--- src/hdl/memMapPkg.sv ---
package memMapPkg;

    localparam int dataWidth    = 32;
    localparam int ramDepth     = 256;
    localparam int ramAddrWidth = 8;   // RAM index comes from address bits 9 to 2.
    localparam int ledWidth     = 8;
    localparam int switchWidth  = 8;
    localparam int tubeWidth    = 18;

    localparam logic [tubeWidth-1:0] tubeResetValue = '1;   // All segments off.

    // Peripheral registers.
    localparam logic [dataWidth-1:0] timerThAddr  = 32'h4000_0000;
    localparam logic [dataWidth-1:0] timerTlAddr  = 32'h4000_0004;
    localparam logic [dataWidth-1:0] timerConAddr = 32'h4000_0008;
    localparam logic [dataWidth-1:0] ledAddr      = 32'h4000_000C;
    localparam logic [dataWidth-1:0] switchAddr   = 32'h4000_0010;
    localparam logic [dataWidth-1:0] tubeAddr     = 32'h4000_0014;

    // Byte addresses of the first and last display table word.
    localparam logic [dataWidth-1:0] tableBase = 32'd1024;
    localparam logic [dataWidth-1:0] tableLast = 32'd2044;

    localparam int segWidth = 7;

    localparam logic [segWidth-1:0] digitSegCodes [10] = '{
        7'h3F, 7'h06, 7'h5B, 7'h4F, 7'h66,
        7'h6D, 7'h7D, 7'h07, 7'h7F, 7'h6F
    };

    // Table word that the bus reads flat and the table builds per digit.
    typedef union packed {
        logic [3*segWidth-1:0]        flat;
        logic [2:0][segWidth-1:0]     digit;   // 2 hundreds, 1 tens, 0 ones.
    } segTriple_u;

endpackage

--- src/hdl/ioRegisters.sv ---
module ioRegisters (
    input  logic                                reset,
    input  logic                                clk,
    input  logic                                ledWrite,
    input  logic                                tubeWrite,
    input  logic [memMapPkg::dataWidth-1:0]     writeData,
    output logic [memMapPkg::ledWidth-1:0]      ledValue,
    output logic [memMapPkg::tubeWidth-1:0]     tubeValue
);

    always_ff @(posedge reset or posedge clk) begin
        if (clk) begin
            ledValue <= '0;
        end else if (ledWrite) begin
            ledValue <= writeData[memMapPkg::ledWidth-1:0];
        end
    end

    always_ff @(posedge reset or posedge clk) begin
        if (clk) begin
            tubeValue <= memMapPkg::tubeResetValue;   // Display blank.
        end else if (tubeWrite) begin
            tubeValue <= writeData[memMapPkg::tubeWidth-1:0];
        end
    end

endmodule

--- config.mk ---
export PLATFORM = sky130hd
export DESIGN_NAME = ioRegisters
export DESIGN_NICKNAME = d
export VERILOG_FILES = /design/src/hdl/memMapPkg.sv /design/src/hdl/ioRegisters.sv
export SDC_FILE = /design/constraint.sdc
export NUM_CORES = 1
export LEC_CHECK = 0
export BUFFER_PORTS_ARGS = -buffer_cell sky130_fd_sc_hd__buf_2
export CORE_MARGIN = 2
export CORE_UTILIZATION = 42
export CTS_CLUSTER_SIZE = 12
export DETAILED_ROUTE_END_ITERATION = 6
export PLACE_DENSITY_LB_ADDON = 0.15
export REMOVE_ABC_BUFFERS = 1
export SYNTH_ARGS = -nofsm -noshare
export SYNTH_HDL_FRONTEND = slang
export SYNTH_SLANG_ARGS = --single-unit
--- constraint.sdc ---
create_clock -name reset -period 0.9 [get_ports reset]
set_input_delay 0.18 -clock reset [delete_from_list [all_inputs] [get_ports reset]]
set_output_delay 0.18 -clock reset [all_outputs]
set_load 0.005 [all_outputs]
Word-level counts from Yosys, hierarchy flattened
Index checks and enable logic that the tools add are counted.
{"block": "totals", "register_bits": 26, "wordCells": 2, "out_inout_bits": 26}

Depth between registers and ports, before layout
{"block": "logic_depth", "word_depth": 0, "depth_mapped": 3, "mapped_depth_nobuf": 1}

Worst setup path after synthesis
No wires, ideal clock.
{"block": "synth_timing", "path_type": "input to register", "start": "in tubeWrite", "end": "reg tubeValue[0] in the netlist's numbering", "required_time_ns": 0.818, "setup_ns": 0.082, "path_buffers": 2, "slack_ns": 0.093, "t_arrival_ns": 0.724, "cell_stages": 3, "path_cell_list": "buf_6 buf_12 mux2_4"}
{"item": "from (decl)", "line": "ioRegisters.sv:5", "rtl": "input logic tubeWrite,"}
{"item": "to (signal assigned)", "line": "ioRegisters.sv:21", "rtl": "tubeValue <= memMapPkg::tubeResetValue;"}
{"item": "to (signal assigned)", "line": "ioRegisters.sv:23", "rtl": "tubeValue <= writeData[memMapPkg::tubeWidth-1:0];"}
{"item": "to (decl)", "line": "ioRegisters.sv:8", "rtl": "output logic [memMapPkg::tubeWidth-1:0] tubeValue"}
No word-level cell between the ends.

Worst setup path in the final report
{"block": "layout_timing", "start": "reg tubeValue[8] in the netlist's numbering", "end": "out tubeValue[8] in the netlist's numbering"}
No word-level cell between the ends.

==> results.tsv <==
stage	metric	value	unit
sta	# setup viols final	26	
grt	Total GRT Usage	12.9	%
sta	Fin. Hold Viols	0	
routing	via count	654	
critical_path	chain of cells forming the critical path	buf_6	
critical_path	Critical-path top delay cell	dfstp_2	
power	Logic pwr share	19.8	%
clock_tree	CTS clk-pin slew, worst paths	0.12	ns
hold_path	Hold Path Depth	2	
critical_path	Crit Path Class	reg2out	
floorplanning	initial core utilization	43.3	%
place	IO Port Bufs	47	
floorplanning	row count	18	
power	Final Power	0.00233	W
sta	fin crit share	127	%
synthesis	#FFs+latches synth	26	
finish	fin nets	147	
power	Sw Pwr	0.000518	W
power	share of power burned in registers	60.5	%
sta	unrepaired setup endpoints after global routing	yes	
critical_path	Worst Path Max Fanout	2	
grt	initial antenna violation count	0	
hold_path	min-delay worst type	in2reg	
power	Cell Pwr Density	1650	nW/um2
critical_path	Worst Path Required	0.72	ns
sta	Max Fclk	0.872	GHz
routing	routed wire length	1.83	mm
critical_path	crit path DAT	0.97	ns
grt	first-pass GRT wire length	2.57	mm
synthesis	Seq/Total Area, Yosys	64.5	%
finish	n_diodes	0	
routing	DRC	0	
clock_tree	CTS buffer count	3	
hold_path	hold_sp	writeData[13]	
sta	fin. max-slew vios	0	
place	RePlAce Congestion	0.592	
routing	1st-pass router iterations	3	
clock_tree	CTS sink count	26	
synthesis	synth top area cells	dfstp_2, dfrtp_1, mux2_2	
critical_path	reg2reg path depth	2	
floorplanning	Die Span X	53.8	um
sta	final worst slack	-0.246	ns
status	status	complete, but fails checks	
critical_path	R2R Setup Slk	0.07	ns
synthesis	Post-Syn Area	1040	um2
hold_path	WHS Endpoint	tubeValue[13]$_DFFE_PP1P_	
routing	post-DR vias/cell	4.71	
critical_path	Worst setup SP type	register	
critical_path	Worst path max stage delay	0.57	ns
critical_path	crit end category	output pin	
power	Peak VDD IR	1.04	mV
clock_tree	TritonCTS clock tree	done	
clock_tree	CTS Root Cell	clkbuf_4	
run	Max-cap violations	0	
power	cell-internal power	0.00181	W
clock_tree	Skew-Pair Late Insertion Delay	0.30	ns
synthesis	warnings from Yosys	0	
status	failing checks	setup timing	
synthesis	largest area contributor in the netlist	dfstp_2	
floorplanning	Die ar.	2900	um2
critical_path	family with the most delay on the worst path	flip-flops	
clock_tree	CTS max path bufs	2	
finish	commonest non-fill, non-tap cells in the layout	buf_2, dfstp_2, mux2_2	
floorplanning	Die Span Y	53.8	um
critical_path	Critical R2R Capture	tubeValue[16]$_DFFE_PP1P_	
finish	fin util	58.6	%
power	Clock power frac	19.7	%
finish	Area growth, synth to finish	35.4	%
sta	Final Skew	0	ns
grt	vias in the first global route	598	
synthesis	Distinct cells, synth	8	
finish	commonest non-fill, non-tap cell in the layout	buf_2	
critical_path	CP bufs+invs	1	
synthesis	syn_area_per_cell	18.6	um2
grt	pin count of the biggest net entering global routing	19	
floorplanning	core box area	2410	um2
routing	WL/cell	13.2	um
clock_tree	H-Tree Depth	1	
place	hpwl dp	1.32	mm
finish	layout cell share with drive strength beyond 1	90.8	%
floorplanning	# IOs	62	
synthesis	post-synthesis cell count	56	
critical_path	Crit Reg-Reg Startpoint	tubeValue[16]$_DFFE_PP1P_	
sta	Max-slew headroom	86.3	%
synthesis	Yosys top cell area share	45.3	%
power	Leak Pwr	0.682	nW
power	switching share of power	22.3	%
routing	Starting DRT DRC Count	3	
sta	fin crit period	1.15	ns
routing	ANT nets after route	0	
sta	worst-margin pin slew	0.205	ns
grt	GRT overflow	0	
## worst max-delay path by stage
| stage | from | end | depth (start not counted) | slack, ns |
|---|---|---|---|---|
| after CTS | tubeValue[12]$_DFFE_PP1P_ | tubeValue[12] | 1 | -0.27 |
| after floorplan | ledValue[0]$_DFFE_PP0P_ | ledValue[0]$_DFFE_PP0P_ | 1 | 0.16 |
| after global routing | tubeValue[12]$_DFFE_PP1P_ | tubeValue[12] | 1 | -0.29 |
| after detailed placement | tubeWrite | tubeValue[7]$_DFFE_PP1P_ | 3 | 0.008 |
| after global placement | tubeWrite | tubeValue[2]$_DFFE_PP1P_ | 3 | 0.02 |
| final | tubeValue[8]$_DFFE_PP1P_ | tubeValue[8] | 1 | -0.25 |
## layout make-up
| class | instances | area [um2] |
|---|---|---|
| clock buffer | 3 | 22.5 |
| fill | 208 | 997 |
| timing repair buffer | 53 | 345 |
| inverter | 1 | 3.75 |
| tap | 30 | 37.5 |
| sequential | 26 | 673 |
| multi-input combinational | 26 | 330 |
## cell usage after synthesis (all sizes together)
master	instances
inv	1
dfstp	18
mux2	26
buf	3
dfrtp	8
## power by group through the flow
| stage | registers [W] | logic, W | clock network (W) |
|---|---|---|---|
| floorplan | 0.00143 | 0.000169 | 0 |
| global placement | 0.00141 | 0.000402 | 0 |
| detailed placement | 0.00142 | 0.000409 | 0 |
| CTS | 0.00140 | 0.000428 | 0.000500 |
| global route | 0.00143 | 0.000504 | 0.000529 |
| finish | 0.00141 | 0.000461 | 0.000457 |
## stage by stage
stage               setup WS, ns  hold WS (ns)  std cells  TNS, ns  cell area (um2)
CTS                       -0.266        0.0773        139    -5.67             1360
global placement          0.0193         0.195        133        0             1320
detailed placement       0.00787         0.193        133        0             1320
finish                    -0.246        0.0935        139    -5.07             1410
global route              -0.294        0.0719        139    -6.34             1410
floorplan                  0.163         0.207         53        0             1010
## sequential cells by signal (all words and copies together) (netlist names)
| signal | flops |
|---|---|
| ledValue | 8 |
| tubeValue | 18 |
## what timing repair did
action                                  CTS  global route
cloned                                    0             0
resized for setup                         0             8
endpoints found under the setup margin   26            26
setup buffers                             2             0
hold buffers                              1             0
hold endpoints to repair                  8             0
## cell families after synthesis
family and synth area share, %:
flops 64.5, mux 31.7, buf+inv 3.84
## metal layers
| layer | GRT usage [%] | routed length (um) | part of all wire (%) |
|---|---|---|---|
| met5 | 0 | 0 | 0 |
| met4 | 6.41 | 25 | 1.4 |
| met3 | 3.33 | 95 | 5.2 |
| met2 | 20.7 | 1010 | 55 |
| met1 | 15.9 | 698 | 38 |
No activity file was read; power rests on OpenSTA's default activity.
