File: src/hdl/memMapPkg.sv
package memMapPkg;

    localparam int dataWidth    = 32;
    localparam int ramDepth     = 256;
    localparam int ramAddrWidth = 8;   // RAM index comes from address bits 9 to 2.
    localparam int ledWidth     = 8;
    localparam int switchWidth  = 8;
    localparam int tubeWidth    = 18;

    localparam logic [tubeWidth-1:0] tubeResetValue = '1;   // All segments off.

    // Peripheral registers.
    localparam logic [dataWidth-1:0] timerThAddr  = 32'h4000_0000;
    localparam logic [dataWidth-1:0] timerTlAddr  = 32'h4000_0004;
    localparam logic [dataWidth-1:0] timerConAddr = 32'h4000_0008;
    localparam logic [dataWidth-1:0] ledAddr      = 32'h4000_000C;
    localparam logic [dataWidth-1:0] switchAddr   = 32'h4000_0010;
    localparam logic [dataWidth-1:0] tubeAddr     = 32'h4000_0014;

    // Byte addresses of the first and last display table word.
    localparam logic [dataWidth-1:0] tableBase = 32'd1024;
    localparam logic [dataWidth-1:0] tableLast = 32'd2044;

    localparam int segWidth = 7;

    localparam logic [segWidth-1:0] digitSegCodes [10] = '{
        7'h3F, 7'h06, 7'h5B, 7'h4F, 7'h66,
        7'h6D, 7'h7D, 7'h07, 7'h7F, 7'h6F
    };

    // Table word that the bus reads flat and the table builds per digit.
    typedef union packed {
        logic [3*segWidth-1:0]        flat;
        logic [2:0][segWidth-1:0]     digit;   // 2 hundreds, 1 tens, 0 ones.
    } segTriple_u;

endpackage

File: src/hdl/busDecoder.sv
module busDecoder (
    input  logic                                readEnable,
    input  logic                                writeEnable,
    input  logic [memMapPkg::dataWidth-1:0]     address,
    input  logic [memMapPkg::switchWidth-1:0]   switch,
    input  logic [memMapPkg::dataWidth-1:0]     ramWord,
    input  memMapPkg::segTriple_u               segWord,
    input  logic [memMapPkg::ledWidth-1:0]      ledValue,
    input  logic [memMapPkg::tubeWidth-1:0]     tubeValue,
    input  logic [memMapPkg::dataWidth-1:0]     tlValue,
    input  logic [1:0]                          conValue,
    input  logic                                overflowFlag,
    output logic                                ramWrite,
    output logic                                ledWrite,
    output logic                                tubeWrite,
    output logic                                thWrite,
    output logic                                conWrite,
    output logic [memMapPkg::ramAddrWidth-1:0]  ramIndex,
    output logic [memMapPkg::dataWidth-1:0]     readData
);

    logic inTable;

    assign inTable  = (address >= memMapPkg::tableBase) && (address <= memMapPkg::tableLast);
    assign ramIndex = address[memMapPkg::ramAddrWidth+1:2];   // Word index for RAM and table.

    always_comb begin
        ramWrite  = 1'b0;
        ledWrite  = 1'b0;
        tubeWrite = 1'b0;
        thWrite   = 1'b0;
        conWrite  = 1'b0;
        if (writeEnable) begin
            case (address)
                memMapPkg::timerThAddr:  thWrite   = 1'b1;
                memMapPkg::timerConAddr: conWrite  = 1'b1;
                memMapPkg::ledAddr:      ledWrite  = 1'b1;
                memMapPkg::tubeAddr:     tubeWrite = 1'b1;
                memMapPkg::timerTlAddr,
                memMapPkg::switchAddr:   ;           // Read-only registers.
                default:                 ramWrite = !inTable;
            endcase
        end
    end

    always_comb begin
        readData = '0;
        if (readEnable) begin
            case (address)
                memMapPkg::timerThAddr:  ;           // TH is write-only.
                memMapPkg::timerTlAddr:  readData = tlValue;
                memMapPkg::timerConAddr: readData[2:0] = {overflowFlag, conValue};
                memMapPkg::ledAddr:      readData[memMapPkg::ledWidth-1:0] = ledValue;
                memMapPkg::switchAddr:   readData[memMapPkg::switchWidth-1:0] = switch;
                memMapPkg::tubeAddr:     readData[memMapPkg::tubeWidth-1:0] = tubeValue;
                default: begin
                    if (inTable) begin
                        readData[$bits(memMapPkg::segTriple_u)-1:0] = segWord.flat;
                    end else begin
                        readData = ramWord;
                    end
                end
            endcase
        end
    end

endmodule

File: config.mk
export PLATFORM = sky130hd
export DESIGN_NAME = busDecoder
export DESIGN_NICKNAME = d
export VERILOG_FILES = /design/src/hdl/memMapPkg.sv /design/src/hdl/busDecoder.sv
export SDC_FILE = /design/constraint.sdc
export NUM_CORES = 1
export LEC_CHECK = 0
export BUFFER_PORTS_ARGS = -buffer_cell sky130_fd_sc_hd__buf_2
export CAP_MARGIN = 20
export CELL_PAD_IN_SITES_DETAIL_PLACEMENT = 1
export CELL_PAD_IN_SITES_GLOBAL_PLACEMENT = 1
export CORE_UTILIZATION = 16
export DETAILED_ROUTE_END_ITERATION = 7
export PLACE_DENSITY_LB_ADDON = 0.1
export SLEW_MARGIN = 0
export SYNTH_ARGS = -nofsm -noshare
export SYNTH_HDL_FRONTEND = slang
export SYNTH_SLANG_ARGS = --single-unit
File: constraint.sdc
create_clock -name vclk -period 2.9
set_input_delay 0.58 -clock vclk [all_inputs]
set_output_delay 0.58 -clock vclk [all_outputs]
set_load 0.005 [all_outputs]
-- Yosys cells after proc, flatten, opt, wreduce, memory -nomap -nowiden
Index checks and enable logic that the tools add are counted.
- bits in registers: 0
- latch bits: 0
- memory bits (writable): 0
- bits in read-only memories: 0
- output and inout bits: 45
- memories: 0
- $add $sub $neg: 0
- $mul: 0
- div/mod/pow operators: 0
- magnitude comparators: 2
- eq/ne operators: 6
- shifts and indexed selects: 0
- multiplexer cells: 17
- bitwise operators: 0
- reduce and logical (&&, ||, !) cells: 6
- operators with widths (cell ; number):
    $eq 32x31->1 const B ; 6
    $ge 32x11->1 const B ; 1
    $le 32x11->1 const B ; 1
    $mux 32 ; 1
    $pmux 10 s3 ; 1
    $pmux 14 s2 ; 1
    $pmux 5 s5 ; 1
    $mux 21 ; 1
    $pmux 3 s6 ; 1
    $mux 11 ; 1
    $mux 1 ; 10
    $reduce_or 6->1 ; 1
    $reduce_or 5->1 ; 1
    $reduce_or 4->1 ; 1
    $reduce_or 2->1 ; 1
    $logic_and 1x1->1 ; 1
    $logic_not 1->1 ; 1

-- Longest topological paths before layout
- depth in word-level cells: 5
- gate-level depth with buffers: 8
- gate-level depth less buffers: 5

-- Worst setup path before layout
Ideal clock, no wire load.
- path type: input to output
- from: input address[4] (netlist bit)
- to: output readData[10] (netlist bit)
- data arrival time: 1916 ps
- slack: 404 ps
- stages on the path: 5
- cells stage by stage: clkbuf_1 > clkbuf_1 > mux2_2 > a22o_1 > a21o_1
- cells in the longest elaborated chain, start to end: 5
- ends and longest elaborated chain (item ; RTL line ; source):
    start, declared ; busDecoder.sv:4 ; input logic [memMapPkg::dataWidth-1:0] address,
    $ge 32x11->1 / $le 32x11->1 (equally long branches) ; busDecoder.sv:24 ; assign inTable = (address >= memMapPkg::tableBase) && (address <= memMapPkg::tableLast);
    $logic_and 1x1->1 ; busDecoder.sv:24 ;
    $mux 21 ; busDecoder.sv:57 ; if (inTable) begin
    $pmux 10 s3 (*) ; busDecoder.sv:49 ; case (address)
    $mux 32 (*) ; busDecoder.sv:48 ; if (readEnable) begin
    end, declared ; busDecoder.sv:19 ; output logic [memMapPkg::dataWidth-1:0] readData
Every way passes the cells marked *; elsewhere a longest branch is shown, timed or not.

-- Worst setup path after layout
- from: input address[17] (netlist bit)
- to: output readData[20] (netlist bit)
- cells in the longest elaborated chain, start to end: 5
- ends and longest elaborated chain (item ; RTL line):
    $ge 32x11->1 / $le 32x11->1 (equally long branches) ; busDecoder.sv:24
    $logic_and 1x1->1 ; busDecoder.sv:24
    $mux 21 ; busDecoder.sv:57
    $pmux 14 s2 (*) ; busDecoder.sv:49
    $mux 32 (*) ; busDecoder.sv:48
Marked as above.

==> impl_metrics.py <==
metrics = {
    "route": {
        "num_vias": 2077,
        "drc": 0,
        "wl_per_cell_um": 14.9,
        "vias_per_cell": 4.70,
        "detail-route-antenna-nets": 0,
        "routed_wl_um": 6570,
        "first_iter_violations": 35,
        "dr.pass1.iters": 6,
    },
    "layout": {
        "synthToLayoutAreaGrowth_pct": 97.2,
        "nClkBuffers": 0,
        "seq_cells": 0,
        "layout_commonest_cell": "buf_2",
        "final_core_util_pct": 33.4,
        "layout_common_cells": "buf_2 (201), a22o_1 (26), mux2_2 (18)",
        "drive_gt1_share_pct": 69.7,
        "nets": 504,
        "fin_cells": 442,
        "design_area_um2": 2320,
        "fillCellCount": 917,
        "diodes": 0,
        "ff_latch_area_um2": 0,
    },
    "sta": {
        "finalSetupViolCount": 0,
        "worst_slack_ps": 162,
        "final.setup.tns_ps": 0,
        "rsz0062_at_grt": "no",
        "worst_slew_pin_slew_ps": 406,
        "timing.fmax_mhz": 365,
        "final.min_clock_period_ps": 2740,
        "max-slew-margin-rel_pct": 72.9,
        "slew_violations": 0,
        "hold_violations": 0,
        "worst_hold_slack_ps": 1360,
        "finalCritPeriodShare_pct": 94.4,
    },
    "power": {
        "p_leak_nw": 1.31,
        "pwr-share-comb_pct": 100.0,
        "ir_drop_uv": 28.5,
        "powerDensity_nw_per_um2": 109,
        "power.total_uw": 253,
        "p_clk_share_pct": 0,
        "seqPwrFrac_pct": 0,
        "p_sw_uw": 100,
        "p_int_uw": 153,
        "sw_frac_of_total_pct": 39.6,
    },
    "synthesis": {
        "yosysTopAreaCell": "a22o_1",
        "syn_area_um2": 1180,
        "synth_cells": 152,
        "ys_seq_area_share_pct": 0,
        "synth_area_leaders": "a22o_1 (19%), mux2_2 (17%), a21o_1 (6.4%), buf_4 (5.7%), a221o_1 (5.1%)",
        "yosysTopAreaCellShare_pct": 19.3,
        "ys_warn_count": 0,
        "ys_types": 33,
        "synthesis.nets": 308,
        "avgSynthCellArea_um2": 7.75,
    },
    "critical_path": {
        "crit_fanout": 14,
        "crit_required_ps": 2320,
        "critical_path_arrival_ps": 2160,
        "critPathCaptureType": "output pin",
        "start_kind": "input port",
        "path_class": "input port to output pin",
    },
    "grt": {
        "groute.usage.overall_pct": 15.3,
        "first_global_vias": 2012,
        "antenna_found_initial": 0,
        "overflow": 0,
        "grt_pass1_wl_um": 9560,
        "grt_max_degree": 26,
    },
    "place": {
        "routabilityCongestion": 0.726,
        "portBuffers": 201,
        "placed_cell_area_um2": 2300,
        "hpwl_um": 5850,
        "dp.cells": 442,
        "post-place-ws_ps": 136,
    },
    "die": {
        "rows": 30,
        "die_h_um": 87.8,
        "core_um2": 6940,
        "start_util_pct": 17.0,
        "die_w_um": 87.8,
        "die_area_um2": 7710,
        "pin_count": 201,
    },
    "hold_path": {
        "hold_path_class": "input port to output pin",
    },
    "job": {
        "maxCapViolCount": 0,
    },
    "outcome": {
        "status": "finished clean",
    },
    "clocking": {
        "post_cts_buffers": 0,
    },
}
per-layer routing:
| layer | part of all wire (%) | GRT usage (%) |
|---|---|---|
| met4 | 0 | 0 |
| met3 | 8.6 | 1.70 |
| met2 | 52 | 31.3 |
| met5 | 0 | 0 |
| met1 | 39 | 17.8 |
Yosys cell counts, types with 3 or more instances:
master,count
nand2_1,12
mux2_2,18
and3_1,3
clkbuf_1,6
nor4_1,6
mux2i_1,3
buf_2,3
nor2_1,6
a21o_1,10
a222oi_1,5
a32oi_1,3
nand4_1,4
a22o_1,26
buf_4,9
o2bb2ai_1,3
a221o_1,6
o21ai_0,8
power by group through the flow:
stage | combinational (mW) | clock, mW | sequential, mW
2_1_floorplan | 0.104 | 0 | 0
3_3_place_gp | 0.251 | 0 | 0
3_5_place_dp | 0.254 | 0 | 0
4_1_cts | 0.255 | 0 | 0
5_1_grt | 0.279 | 0 | 0
6_report | 0.253 | 0 | 0
kinds of logic after synthesis:
family                 after synthesis  synth area share [%]
AO/OA/AOI/OAI                       64                  46.2
buffers and inverters               22                  11.5
multiplexers                        21                  19.8
AND/OR/NAND/NOR                     45                  22.5
cell type report:
type                       instances  area [µm²]  area share (%)
tap                               96         120            5.17
timing repair buffer             214        1130            48.6
inverter                           2        7.51           0.323
multi-input combinational        130        1070            45.9
worst paths after layout:
check,from,endpoint,cells after the start
worst max-delay path,address[17],readData[20],8
worst min-delay path,address[7],ramIndex[5],2
worst max-delay path: stages:
cell,delay (ps)
buf_2,90
nor4_1,270
nand3_1,260
nor4_2,350
and2b_1,210
buf_12,140
a221o_1,140
buf_2,110
timing repair:
item | in CTS | in global routing
resized for setup | 0 | 3
hold buffers | 0 | 0
endpoints found under the setup margin | 0 | 17
(Power assumes the default switching activity.)
