[src/hdl/memMapPkg.sv]
package memMapPkg;

    localparam int dataWidth    = 32;
    localparam int ramDepth     = 256;
    localparam int ramAddrWidth = 8;   // RAM index comes from address bits 9 to 2.
    localparam int ledWidth     = 8;
    localparam int switchWidth  = 8;
    localparam int tubeWidth    = 18;

    localparam logic [tubeWidth-1:0] tubeResetValue = '1;   // All segments off.

    // Peripheral registers.
    localparam logic [dataWidth-1:0] timerThAddr  = 32'h4000_0000;
    localparam logic [dataWidth-1:0] timerTlAddr  = 32'h4000_0004;
    localparam logic [dataWidth-1:0] timerConAddr = 32'h4000_0008;
    localparam logic [dataWidth-1:0] ledAddr      = 32'h4000_000C;
    localparam logic [dataWidth-1:0] switchAddr   = 32'h4000_0010;
    localparam logic [dataWidth-1:0] tubeAddr     = 32'h4000_0014;

    // Byte addresses of the first and last display table word.
    localparam logic [dataWidth-1:0] tableBase = 32'd1024;
    localparam logic [dataWidth-1:0] tableLast = 32'd2044;

    localparam int segWidth = 7;

    localparam logic [segWidth-1:0] digitSegCodes [10] = '{
        7'h3F, 7'h06, 7'h5B, 7'h4F, 7'h66,
        7'h6D, 7'h7D, 7'h07, 7'h7F, 7'h6F
    };

    // Table word that the bus reads flat and the table builds per digit.
    typedef union packed {
        logic [3*segWidth-1:0]        flat;
        logic [2:0][segWidth-1:0]     digit;   // 2 hundreds, 1 tens, 0 ones.
    } segTriple_u;

endpackage

[src/hdl/systemTimer.sv]
module systemTimer (
    input  logic                                reset,
    input  logic                                clk,
    input  logic                                thWrite,
    input  logic                                conWrite,
    input  logic [memMapPkg::dataWidth-1:0]     writeData,
    output logic [memMapPkg::dataWidth-1:0]     tlValue,
    output logic [1:0]                          conValue,
    output logic                                overflowFlag
);

    logic [memMapPkg::dataWidth-1:0] thValue;   // Reload value.

    always_ff @(posedge reset or posedge clk) begin
        if (clk) begin
            thValue      <= '0;
            tlValue      <= '0;
            conValue     <= '0;
            overflowFlag <= 1'b0;
        end else begin
            if (conValue[0]) begin
                if (&tlValue) begin
                    tlValue <= thValue;   // Wrap to reload value.
                    if (conValue[1]) begin
                        overflowFlag <= 1'b1;
                    end
                end else begin
                    tlValue <= tlValue + 1;
                end
            end
            // Bus writes take priority over counting.
            if (thWrite) begin
                thValue <= writeData;
                tlValue <= writeData;
            end
            if (conWrite) begin
                conValue     <= writeData[1:0];
                overflowFlag <= 1'b0;
            end
        end
    end

endmodule

[config.mk]
export PLATFORM = sky130hd
export DESIGN_NAME = systemTimer
export DESIGN_NICKNAME = d
export VERILOG_FILES = /design/src/hdl/memMapPkg.sv /design/src/hdl/systemTimer.sv
export SDC_FILE = /design/constraint.sdc
export NUM_CORES = 1
export LEC_CHECK = 0
export BUFFER_PORTS_ARGS = -buffer_cell sky130_fd_sc_hd__buf_2
export CAP_MARGIN = 10
export CORE_ASPECT_RATIO = 1.4
export CORE_MARGIN = 8
export CORE_UTILIZATION = 24
export DETAILED_ROUTE_END_ITERATION = 7
export PLACE_DENSITY = 0.44
export SETUP_SLACK_MARGIN = 0.15
export SLEW_MARGIN = 20
export SYNTH_ARGS = -nofsm -noshare
export SYNTH_HDL_FRONTEND = slang
export SYNTH_SLANG_ARGS = --single-unit
[constraint.sdc]
create_clock -name reset -period 2.2 [get_ports reset]
set_clock_uncertainty 0.15 [all_clocks]
set_input_delay 0.44 -clock reset [delete_from_list [all_inputs] [get_ports reset]]
set_output_delay 0.44 -clock reset [all_outputs]
set_load 0.02 [all_outputs]
# After elaboration in Yosys (flattened, before gate mapping)
# Cells that the tools add are included.
dict set report word_totals {
  regBits 67
  output_inout_bits 35
}
dict set report classes {
  addsub 1
  n_mux 7
  reduce_logical 6
}
# operator count
set op_table {}
lappend op_table {{$mux 32} 3}
lappend op_table {{$add 32x1->32 const B} 1}
lappend op_table {{$reduce_and 32->1} 1}
lappend op_table {{$reduce_bool 2->1} 4}
lappend op_table {{$mux 1} 4}
lappend op_table {{$reduce_and 3->1} 1}

# Logic depth before layout (Yosys ltp)
dict set report logic_depth {
  ltp_word 4
  depth_mapped 8
  ltp_nobuf 6
}

# Worst setup path after synthesis
# OpenSTA, ideal clock, no wires.
dict set report synth_path {
  kind {reg-to-reg}
  start {reg tlValue[0] in the netlist's numbering}
  end {reg tlValue[3] in the netlist's numbering}
  setup_ns 0.126
  arrival_ns 1.995
  setup_slack_ns -0.071
  path_stages_with_launch 7
  path_buffers 0
  period_less_slack_ns 2.271
  cell_sequence {dfrtp_1 ha_1 nand3_1 nor4_4 nand2_2 and3_1 o32a_1}
}
dict set report synth_via {
  elab_chain_len 4
}
# item line_no
set synth_lines {}
lappend synth_lines {{from (decl)} systemTimer.sv:7} ;# output logic [memMapPkg::dataWidth-1:0] tlValue,
lappend synth_lines {{from (signal assigned)} systemTimer.sv:23} ;# tlValue <= thValue;
lappend synth_lines {{from (signal assigned)} systemTimer.sv:28} ;# tlValue <= tlValue + 1;
lappend synth_lines {{from (signal assigned)} systemTimer.sv:34} ;# tlValue <= writeData;
lappend synth_lines {{$add 32x1->32 / $reduce_and 32->1 (equally long branches)} {systemTimer.sv:28, systemTimer.sv:22}}
lappend synth_lines {{$mux 32 (*)} systemTimer.sv:22} ;# if (&tlValue) begin
lappend synth_lines {{$mux 32 (*)} systemTimer.sv:21} ;# if (conValue[0]) begin
lappend synth_lines {{$mux 32 (*)} systemTimer.sv:32} ;# if (thWrite) begin
# Every way passes the cells marked *; elsewhere a longest branch is shown, timed or not. The select of a mux whose other input is x is not followed.
# A chain may end at the register's enable or synchronous reset.

# Worst setup path in the final report
dict set report layout_path {
  start {reg tlValue[8] in the netlist's numbering}
  end {reg tlValue[3] in the netlist's numbering}
}
dict set report layout_via {
  elab_chain_len 4
}
# item line_no
set layout_lines {}
lappend layout_lines {{$reduce_and 32->1} systemTimer.sv:22}
lappend layout_lines {{$mux 32} systemTimer.sv:22}
lappend layout_lines {{$mux 32} systemTimer.sv:21}
lappend layout_lines {{$mux 32} systemTimer.sv:32}
# Every way passes these cells. The select of a mux whose other input is x is not followed.

==> impl_metrics.json <==
{
  "layout_min_cycle_time_ns": 2.03,
  "num_vias": 3663,
  "worst_setup_path_end_kind": "flop",
  "top_layer": "met4",
  "drive_gt1_share_pct": 39.3,
  "relSlewSlack_pct": 49.6,
  "syn_nets": 430,
  "floorplan.initialDensity_pct": 24.1,
  "die_h_um": 163,
  "drt-total-wl_um": 14000,
  "synth_area_leaders": "dfrtp_1 45%, mux2_2 6.1%, o21ai_0 3.5%, a21oi_1 3.1%, nand2_1 3.0%",
  "clkTransAtPathRegs_ns": 0.06,
  "vias_per_cell": 5.16,
  "overflow": 0,
  "drc_errors": 0,
  "antenna_cells": 0,
  "syn_area_um2": 3720,
  "ys_types": 53,
  "cts_sinks": 67,
  "synth-edff-count": 0,
  "p_per_area_nw_per_um2": 713,
  "core_um2": 15400,
  "drt_pass1_iterations": 4,
  "cts_max_level": 3,
  "max-cap-violations": 0,
  "hp-class": "in2async",
  "die_x_um": 121,
  "path_cells": "nand4_4 -> nor4_4 -> nand2_2 -> and3_1 -> o32a_1",
  "clk_path_buf_depth": 2,
  "grt_max_degree": 68,
  "yosys_warnings": 0,
  "grt_pass1_vias": 3823,
  "setup-violations-final": 0,
  "postPlaceCellArea_um2": 4560,
  "max-vdd-ir-drop_v": 0.000358,
  "post_drt_wl_per_cell_um": 19.7,
  "fin_nets": 546,
  "crit_type": "reg2reg",
  "slew_viol_final": 0,
  "yosysTopAreaCell": "dfrtp_1",
  "synthArstFlopShare_pct": 100,
  "ys.flop_type": "dfrtp_1",
  "ctsRootBufferMaster": "clkbuf_16",
  "final_antenna_net_count": 0,
  "antenna_found_initial": 0,
  "rsz0062_at_grt": "yes",
  "dpl.hpwl_um": 10100,
  "area_growth_pct": 35.4,
  "synth_seq_cells": 67,
  "worstSkewPairLatency_ns": 0.35,
  "outcome": "finished, final reports clean",
  "hold_viol_final": 0,
  "met2_length_um": 7080,
  "numCtsBuffers": 9,
  "dieArea_um2": 19800,
  "synth_cells": 393,
  "finalSetupTns_ns": 0,
  "leakagePower_nw": 2.19,
  "met3RoutedLength_um": 846,
  "critical-path-max-stage-delay_ns": 0.46,
  "synth_area_per_cell_um2": 9.46,
  "fin_crit_sh_pct": 92.2,
  "grt_pass1_wl_um": 21200,
  "port_buffers": 70,
  "ys_seq_area_share_pct": 45.1,
  "cp.required_ns": 2.27,
  "arrival_ns": 2.10,
  "worstMarginPinSlew_ns": 0.754,
  "num_rows": 54,
  "start_kind": "flop",
  "cp_max_fo": 7,
  "critPathSlowestCell": "nor4_4",
  "cts_tree": "done",
  "fmax_ghz": 0.493,
  "pin_count": 71,
  "synth_top_area_share_pct": 45.1,
  "grt_usage_pct": 14.0,
  "final_area_um2": 5030,
  "drt_iter0_markers": 189,
  "place_congestion": 0.839,
  "wl_met1_um": 5730
}
state kept, by name, indices dropped and copies added, names as in the netlist:
signal        cells
tlValue          32
thValue          32
overflowFlag      1
conValue          2
stage by stage:
stage | setup WS (ns) | total power, mW | hold WS, ns | std cells | util, %
4_1_cts | 0.159 | 3.59 | 0.0649 | 695 | 31.4
3_3_place_gp | 0.134 | 2.21 | 0.340 | 679 | 29.6
5_1_grt | 0.100 | 3.76 | 0.0770 | 710 | 32.7
6_report | 0.172 | 3.59 | 0.0327 | 710 | 32.7
3_5_place_dp | 0.110 | 2.22 | 0.337 | 679 | 29.6
2_1_floorplan | 0.0890 | 1.88 | 0.323 | 393 | -
cell usage after synthesis, types with 2 or more instances:
| master | number |
|---|---|
| or2_2 | 2 |
| nor3_1 | 9 |
| xnor2_1 | 3 |
| nor4_1 | 9 |
| nor2_1 | 19 |
| mux2i_1 | 7 |
| a41o_1 | 2 |
| o21a_1 | 5 |
| and3_1 | 9 |
| dfrtp_1 | 67 |
| o31a_1 | 3 |
| xor2_1 | 2 |
| o21ai_1 | 13 |
| o32ai_1 | 2 |
| clkbuf_1 | 12 |
| buf_8 | 2 |
| nand2_1 | 30 |
| a22oi_1 | 10 |
| buf_1 | 2 |
| or3_1 | 2 |
| mux2_2 | 20 |
| nor3b_1 | 3 |
| inv_1 | 25 |
| a41oi_1 | 3 |
| nor4_4 | 2 |
| buf_2 | 5 |
| nand3_1 | 17 |
| o31ai_1 | 6 |
| a211oi_1 | 4 |
| o211ai_1 | 2 |
| a31oi_1 | 7 |
| a21oi_1 | 23 |
| o21ai_0 | 26 |
| nand4_1 | 14 |
| nand4_4 | 2 |
| and4_1 | 6 |
| a32oi_1 | 2 |
worst paths after layout:
check | slack, ns | startpoint | cells past startpoint | end
worst max-delay path | 0.17 | tlValue[8] | 5 | tlValue[3]
worst min-delay path | 0.03 | clk | 3 | thValue[27]
worst max register to register | 0.17 | tlValue[8] | 5 | tlValue[3]
worst min register to register | 0.35 | overflowFlag | 2 | overflowFlag
max in group asynchronous | 1.52 | clk | 3 | tlValue[0]
min in group reset | 0.15 | conWrite | 2 | overflowFlag
cells in the final DEF, fill, tap and decap left out, types with 3 or more instances in the layout:
cell type  count
o31ai_1        6
a211oi_1       4
nor2_1        18
xnor2_1        3
buf_2         70
a22oi_1       10
o31a_1         3
o21ai_0       26
nand2_1       30
and4_1         5
buf_6          3
nor4_1         7
a31oi_1        7
buf_4         47
dfrtp_1       47
clkbuf_16      9
inv_1         24
a41oi_1        3
nand4_1       14
and3_1         9
nor3_1         8
o21a_1         5
nand3_1       15
mux2i_1        7
and2_4         3
mux2_2        20
clkinv_2       3
nor4_4         3
o21ai_1       13
nor3b_1        3
a21oi_1       23
dfrtp_2       20
layer usage:
| metal | vias to the layer above | GRT usage (%) |
|---|---|---|
| met4 | 0 | 6.70 |
| met3 | 23 | 3.63 |
| met5 | - | 0 |
| li1 | 1707 | - |
| met2 | 118 | 23.8 |
| met1 | 1815 | 16.0 |
critical path, delay by kind of cell, from the launching register on:
kind / cells / cell delay (ns)
AND/OR/NAND/NOR: 4 / 1.01
AO/OA/AOI/OAI: 1 / 0.33
flip-flops: 1 / 0.42
repair_timing:
item                       in CTS  in global routing
gates resized for setup         1                 22
pin swaps                       0                  9
buffers inserted                0                 11
setup endpoints to repair       4                 24
hold buffers                    0                  0
gates cloned                    0                  4
power by group:
part / switching, mW / internal, mW
registers: 0.125 / 1.36
clock network: 0.543 / 0.819
logic: 0.437 / 0.305
total: 1.10 / 2.49
cell type report:
cell class	count	area (µm²)
inverters	26	101
clock inverters	3	15.0
well taps	196	245
repair buffers	122	777
clock buffers	13	260
fillers	1640	10400
flip-flops and latches	67	1700
multi-input cells	283	1930
cell families (layout without fill, tap and decap cells):
group           count (synthesis)  after routing  share of synthesized area, %
mux                            27             27                          7.94
buf+inv                        47            164                          5.52
compound gates                115            115                          19.5
simple gates                  131            135                          20.4
xor+xnor                        5              5                          1.18
fa+ha+maj                       1              1                         0.337
flops                          67             67                          45.1
No activity file was read; power rests on OpenSTA's default activity.
