===== src/hdl/memMapPkg.sv =====
package memMapPkg;

    localparam int dataWidth    = 32;
    localparam int ramDepth     = 256;
    localparam int ramAddrWidth = 8;   // RAM index comes from address bits 9 to 2.
    localparam int ledWidth     = 8;
    localparam int switchWidth  = 8;
    localparam int tubeWidth    = 18;

    localparam logic [tubeWidth-1:0] tubeResetValue = '1;   // All segments off.

    // Peripheral registers.
    localparam logic [dataWidth-1:0] timerThAddr  = 32'h4000_0000;
    localparam logic [dataWidth-1:0] timerTlAddr  = 32'h4000_0004;
    localparam logic [dataWidth-1:0] timerConAddr = 32'h4000_0008;
    localparam logic [dataWidth-1:0] ledAddr      = 32'h4000_000C;
    localparam logic [dataWidth-1:0] switchAddr   = 32'h4000_0010;
    localparam logic [dataWidth-1:0] tubeAddr     = 32'h4000_0014;

    // Byte addresses of the first and last display table word.
    localparam logic [dataWidth-1:0] tableBase = 32'd1024;
    localparam logic [dataWidth-1:0] tableLast = 32'd2044;

    localparam int segWidth = 7;

    localparam logic [segWidth-1:0] digitSegCodes [10] = '{
        7'h3F, 7'h06, 7'h5B, 7'h4F, 7'h66,
        7'h6D, 7'h7D, 7'h07, 7'h7F, 7'h6F
    };

    // Table word that the bus reads flat and the table builds per digit.
    typedef union packed {
        logic [3*segWidth-1:0]        flat;
        logic [2:0][segWidth-1:0]     digit;   // 2 hundreds, 1 tens, 0 ones.
    } segTriple_u;

endpackage


===== src/hdl/segmentTable.sv =====
module segmentTable (
    input  logic [memMapPkg::ramAddrWidth-1:0]  ramIndex,
    output memMapPkg::segTriple_u               segWord
);

    logic [3:0] hundreds;
    logic [3:0] tens;
    logic [3:0] ones;

    // Decimal split of the index, 0 to 255.
    always_comb begin
        hundreds = 4'(ramIndex / 8'd100);
        tens     = 4'((ramIndex / 8'd10) % 8'd10);
        ones     = 4'(ramIndex % 8'd10);
    end

    always_comb begin
        segWord.digit[2] = memMapPkg::digitSegCodes[hundreds];
        segWord.digit[1] = memMapPkg::digitSegCodes[tens];
        segWord.digit[0] = memMapPkg::digitSegCodes[ones];
    end

endmodule


===== config.mk =====
export PLATFORM = sky130hd
export DESIGN_NAME = segmentTable
export DESIGN_NICKNAME = d
export VERILOG_FILES = /design/src/hdl/memMapPkg.sv /design/src/hdl/segmentTable.sv
export SDC_FILE = /design/constraint.sdc
export NUM_CORES = 1
export LEC_CHECK = 0
export BUFFER_PORTS_ARGS = -buffer_cell sky130_fd_sc_hd__buf_2
export CAP_MARGIN = 20
export CELL_PAD_IN_SITES_DETAIL_PLACEMENT = 0
export CELL_PAD_IN_SITES_GLOBAL_PLACEMENT = 1
export CORE_MARGIN = 2
export CORE_UTILIZATION = 38
export DETAILED_ROUTE_END_ITERATION = 10
export PLACE_DENSITY_LB_ADDON = 0.1
export SYNTH_ARGS = -nofsm -noshare
export SYNTH_HDL_FRONTEND = slang
export SYNTH_SLANG_ARGS = --single-unit

===== constraint.sdc =====
create_clock -name vclk -period 5.5
set_input_delay 1.375 -clock vclk [all_inputs]
set_output_delay 1.375 -clock vclk [all_outputs]
set_load 0.005 [all_outputs]

# Word-level counts from Yosys, hierarchy flattened

Memory sizes are Yosys's and may differ from the RTL's.
Cells that the tools add are included.

Divide/modulo/power cells: 4
Magnitude comparators: 3
Bitwise operators: 3
Mux-type cells: 6

Operators by type and width:

| cell                                                 | count |
|---|---|
| two-way mux 7 bit                                    | 6 |
| remainder unit 8 x 4 -> 8 bit, second input constant | 2 |
| >= comparator 5 bit, second input constant           | 3 |
| inverter 4 -> 5 bit                                  | 3 |
| divider 8 x 4 -> 8 bit, second input constant        | 1 |
| divider 8 x 7 -> 8 bit, second input constant        | 1 |

Memory bits (read-only): 336
Input port bits: 8
Output and inout port bits: 21
Register bits: 0
Memories kept: 3
Word-level logic and storage cells: 19

Memories:

| memory          | depth | width | rd ports | clocked after Yosys merged registers in | write ports | RTL line           | source |
|---|---|---|---|---|---|---|---|
| (no name shown) | 16    | 7     | 1        | 0                                       | 0           | segmentTable.sv:20 | `segWord.digit[0] = memMapPkg::digitSegCodes[ones];` |
| (no name shown) | 16    | 7     | 1        | 0                                       | 0           | segmentTable.sv:19 | `segWord.digit[1] = memMapPkg::digitSegCodes[tens];` |
| (no name shown) | 16    | 7     | 1        | 0                                       | 0           | segmentTable.sv:18 | `segWord.digit[2] = memMapPkg::digitSegCodes[hundreds];` |

# Longest topological paths before layout

Gate-level depths: netlist (run 1).

Word-level depth: 6
Depth in mapped cells: 16

# Worst setup path before layout (run 1)

OpenSTA, ideal clock, no wires.

Kind: in2out
Start point: input ramIndex[7] in the netlist's numbering
End point: output segWord[13] in the netlist's numbering
Stages on the path: 14
Arrival time: 4.425 ns
Path slack: -0.300 ns
Buffers on the path: 1
Required time: 4.125 ns
Cells stage by stage: buf_4 -> inv_2 -> maj3_1 -> a21oi_1 -> ha_1 -> o211ai_1 -> or4_4 -> a31oi_4 -> a21oi_2 -> xnor2_1 -> inv_1 -> ha_1 -> mux2_4 -> nand2_1

RTL lines:

| element     | RTL line          | source |
|---|---|---|
| from (decl) | segmentTable.sv:2 | `input logic [memMapPkg::ramAddrWidth-1:0] ramIndex,` |
| to (decl)   | segmentTable.sv:3 | `output memMapPkg::segTriple_u segWord` |

==> results.yml, run 1 <==
status:
  status: "finished clean"
die:
  start_util_pct: 40.2
  chipWidth_um: 64.1
  coreArea_um2: 3420
  dieArea_um2: 4110
  top_level_ports: 29
  die_y_um: 64.1
  num_rows: 21
sta:
  worstMarginPinSlew_ps: 509
  rsz0062_at_grt: "true"
  slew_violations: 0
  setup_ws_ps: 2.11
  setup_viol: 0
  hold_viol: 0
  min_period_over_period_pct: 100
  max_freq_mhz: 182
  period_minus_slack_ps: 5500
  maxSlewHeadroom_pct: 65.8
clock_tree:
  cts_hold_buf: 0
worst_setup_path:
  cpPeakStageDelay_ps: 610
  startpoint_type: "primary input"
  critPathKind: "in -> out"
  path_common_cell: "ha_4"
  end_kind: "output pin"
  cp_num_buf_inv: 3
  critPathSlowestCell: "or4_4"
  critPathArrivalTime_ps: 4120
  crit_fanout: 4
  path_cells: "buf_12 -> inv_4 -> maj3_2 -> a21oi_4 -> ha_4 -> o211ai_1 -> or4_4 -> nand2_4 -> mux2i_4 -> ha_4 -> o21bai_1 -> a21oi_2 -> nor2b_4 -> mux2_4 -> buf_6"
  cpLargestDelayFamily: "simple AND/OR/NAND/NOR gates"
  crit_required_ps: 4120
grt:
  antenna_found_initial: 0
  track_usage_pct: 18.9
  grt_pass1_vias: 1507
  grt_max_degree: 23
  grt_overflow: 0
  grt_pass1_wl_um: 6630
synthesis:
  synth_seq_area_share_pct: 0
  avgSynthCellArea_um2: 7.19
  yosys_warnings: 0
  synthesis.nets: 214
  netlist_area_um2: 1370
  synthCells: 191
  synth_cell_type_count: 62
pwr:
  p_per_area_nw_per_um2: 148
  p_switching_mw: 0.143
  p_comb_share_pct: 100.0
  peakVddDrop_mv: 0.0603
  p_leak_nw: 0.897
  seqPwrFrac_pct: 0
  intPower_mw: 0.158
  swShare_pct: 47.5
  p_clk_share_pct: 0
final_layout:
  final_net_count: 270
  stdcell_count: 291
  drive_gt1_share_pct: 46.9
  areaGrowthSynthToFinish_pct: 48.7
  regArea_um2: 0
  num-clock-buffers: 0
  diodes: 0
  design.seq.count: 0
flow_run:
  max_cap_viol_count: 0
detailed_routing:
  drt-initial-drc-count: 126
  vias_per_cell: 5.54
  wire_per_inst_um: 13.8
  totalWireLength_um: 4020
  drc: 0
  ant_nets: 0
  vias: 1612
  dr.pass1.iters: 4
place:
  dp_cells: 283
  pre_cts_slack_ps: -148
  portBuffers: 28
  place_congestion: 0.933
  dp_hpwl_um: 2910
hold_path:
  worstHoldPathType: "in -> out"
## repair_timing
action	in CTS	in global routing
setup endpoints to repair	6	8
buffers inserted	5	3
pin swaps	8	10
gates resized for setup	20	21
## synthesized netlist by cell type (2+ instances only)
library cell	instances	area (µm²)
a22oi_1	3	22.5
xnor2_1	3	26.3
nand2_1	22	82.6
a31oi_1	4	25.0
o2111ai_1	3	26.3
nor4b_1	2	17.5
a21oi_1	9	45.0
nand3_1	6	30.0
nor2b_1	4	25.0
nor3b_1	4	30.0
inv_1	11	41.3
or2_2	2	12.5
o22ai_1	3	18.8
o211ai_2	2	25.0
ha_1	15	188
mux2_4	3	45.0
buf_4	6	45.0
a21oi_2	3	26.3
o21ai_0	6	30.0
a211oi_1	2	15.0
o221a_2	2	22.5
clkbuf_1	5	18.8
mux2i_1	2	20.0
buf_2	5	25.0
o211ai_1	6	45.0
nor2_1	11	41.3
a32oi_1	2	17.5
maj3_1	4	40.0
xor2_1	2	17.5
nor3_1	3	15.0
o21a_1	2	15.0
nand2b_1	4	25.0
## cells in the final DEF, fill, tap and decap left out, types with 4 or more instances in the layout
master,Yosys,routed
buf_4,6,41
buf_2,5,24
nand2_1,22,20
ha_1,15,12
nor2_1,11,11
inv_1,11,10
a21oi_1,9,7
nand3_1,6,6
o211ai_1,6,6
o21ai_0,6,5
a21oi_2,3,4
buf_6,1,4
## kinds of logic after synthesis
group / share of synthesized area [%]
AO/OA/AOI/OAI: 36.0
XOR/XNOR: 3.19
adder cells (fa/ha/maj): 16.6
buffers and inverters: 10.6
multiplexers: 5.56
other: 0.273
AND/OR/NAND/NOR: 27.8
## metrics by stage
stage / hold slack, ps / setup TNS, ps / power [mW] / util, % / area, µm²
2_1_floorplan: 2960 / 0 / 0.173 / - / 1390
3_3_place_gp: 3170 / -131 / 0.258 / 51.2 / 1750
3_5_place_dp: 3190 / -548 / 0.264 / 51.2 / 1750
4_1_cts: 3130 / -129 / 0.280 / 55.1 / 1880
5_1_grt: 3170 / -279 / 0.334 / 59.7 / 2040
6_report: 3150 / 0 / 0.302 / 59.7 / 2040
## worst paths after layout
kind | from | to | slack [ps] | cells after the start
setup / recovery | ramIndex[7] | segWord[11] | 2 | 15
hold / removal | ramIndex[5] | segWord[19] | 3150 | 4
## routing by layer
layer | share of wire [%] | vias to the layer above | GRT usage (%)
met5 | 0 | - | 0
met4 | 1.1 | 0 | 2.66
met3 | 3.1 | 6 | 0.528
met2 | 53 | 37 | 35.9
met1 | 43 | 752 | 24.1
li1 | - | 817 | -
## final cells by class
| class | count | area [µm²] |
|---|---|---|
| Fill cell | 317 | 1380 |
| Inverter | 12 | 47.5 |
| Multi-Input combinational cell | 162 | 1420 |
| Tap cell | 46 | 57.6 |
| Timing Repair Buffer | 71 | 513 |
## power groups by stage
stage | sequential [mW] | clock (mW) | combinational, mW
6_report | 0 | 0 | 0.302
5_1_grt | 0 | 0 | 0.334
4_1_cts | 0 | 0 | 0.280
3_5_place_dp | 0 | 0 | 0.264
3_3_place_gp | 0 | 0 | 0.258
2_1_floorplan | 0 | 0 | 0.173
No activity file was read; power rests on OpenSTA's default activity.
==> inputs of run 2 (changes only) <==
- SETUP_SLACK_MARGIN: not set -> 0.05
==> run 2 against run 1 <==
  * Hold slack got worse by 36 ps
  * Design area rose by 2.7%
  * Fmax rose by 1.0%
  * Routed wire length fell by 0.80%
  * Global-route usage rose by 0.44 points
  * Critical path type unchanged
  * First-iteration DRC count fell by 44%
  * Critical path depth fell by 1
==> results.yml, run 2 (synthesis results as in run 1) <==
status:
  status: "finished clean"
detailed_routing:
  wl_met1_um: 1740
  drt-initial-drc-count: 71
  totalWireLength_um: 3990
  ant_nets: 0
  wl_met2_um: 2090
  dr.pass1.iters: 4
  wl_met3_um: 111
  vias_per_cell: 5.61
  drc: 0
  vias: 1628
  wire_per_inst_um: 13.8
  routed.top_layer: "met4"
worst_setup_path:
  cp.depth: 14
  path_cells: "buf_6 -> buf_4 -> buf_4 -> and2_1 -> a22o_2 -> or4_4 -> nand2_2 -> mux2i_2 -> ha_2 -> o21bai_4 -> a21oi_2 -> nor2b_4 -> mux2_4 -> buf_6"
  crit_start: "ramIndex[5]"
  end_kind: "output pin"
  crit_end: "segWord[11]"
  crit_required_ps: 4120
  cp_num_buf_inv: 4
  crit_fanout: 15
  startpoint_type: "primary input"
  cpLargestDelayFamily: "simple AND/OR/NAND/NOR gates"
  critPathArrivalTime_ps: 4070
  critPathKind: "in -> out"
  cpPeakStageDelay_ps: 580
  critPathSlowestCell: "or4_4"
sta:
  setup_viol: 0
  setup_tns_ps: 0
  rsz0062_at_grt: "true"
  maxSlewHeadroom_pct: 64.1
  worstMarginPinSlew_ps: 536
  whs_ps: 3110
  max_freq_mhz: 184
  slew_violations: 0
  hold_viol: 0
  min_period_over_period_pct: 99.0
  period_minus_slack_ps: 5440
grt:
  grt_pass1_wl_um: 6760
  grt_overflow: 0
  grt_pass1_vias: 1509
  grt_max_degree: 23
  antenna_found_initial: 0
  track_usage_pct: 19.4
die:
  die_y_um: 64.1
  coreArea_um2: 3420
  top_level_ports: 29
  num_rows: 21
  start_util_pct: 40.2
  dieArea_um2: 4110
  chipWidth_um: 64.1
flow_run:
  max_cap_viol_count: 0
place:
  dp_hpwl_um: 2870
  dp_cells: 280
  place_congestion: 0.944
  portBuffers: 28
final_layout:
  design.seq.count: 0
  final_net_count: 269
  final_common_cell: "buf_4"
  num-clock-buffers: 0
  regArea_um2: 0
  areaGrowthSynthToFinish_pct: 52.7
  diodes: 0
  stdcell_count: 290
  drive_gt1_share_pct: 48.8
  fillers: 317
  final_cell_mix: "buf_4 (35), buf_2 (23), nand2_1 (20)"
pwr:
  p_per_area_nw_per_um2: 155
  power.total_mw: 0.324
  peakVddDrop_mv: 0.0691
  p_leak_nw: 0.902
hold_path:
  worstHoldPathType: "in -> out"
clock_tree:
  cts_hold_buf: 0
-- run 2: layer usage --
metal  GRT usage (%)  vias up
met1            24.4      767
met3           0.352        4
li1                -      818
met4            2.93        0
met5               0        -
met2            37.1       39
-- run 2: area by class of cell --
type                            instances  area (µm²)  area share, %
Timing Repair Buffer                   70         538           25.7
Multi-Input combinational cell        162        1450           69.3
Tap cell                               46        57.6           2.75
Inverter                               12        47.5           2.27
-- run 2: metrics by stage --
stage / area [µm²] / worst slack, ps / utilization, %
finish: 2100 / 57.5 / 61.4
global route: 2100 / -47.5 / 61.4
CTS: 1960 / 1.59 / 57.4
detailed placement: 1730 / -119 / 50.7
global placement: 1730 / -42.5 / 50.7
floorplan: 1400 / 54.9 / -
-- run 2: worst min path at each step --
stage / start / endpoint / slack (ps) / cells after the start
floorplan: ramIndex[0] / segWord[4] / 2960 / 3
global placement: ramIndex[6] / segWord[16] / 3080 / 3
detailed placement: ramIndex[6] / segWord[16] / 3090 / 3
CTS: ramIndex[6] / segWord[16] / 3110 / 3
global route: ramIndex[6] / segWord[19] / 3150 / 3
finish: ramIndex[6] / segWord[16] / 3110 / 3
-- run 2: repair_timing --
item / CTS / global route
endpoints found under the setup margin: 7 / 12
setup buffers: 7 / 4
pin swaps: 12 / 12
gates resized for setup: 33 / 20
cloned: 0 / 0
-- run 2: report_power, final --
part / leakage, nW / switching [mW] / total, mW / internal [mW]
Clock: 0 / 0 / 0 / 0
Combinational: 0.902 / 0.153 / 0.324 / 0.171
Sequential: 0 / 0 / 0 / 0
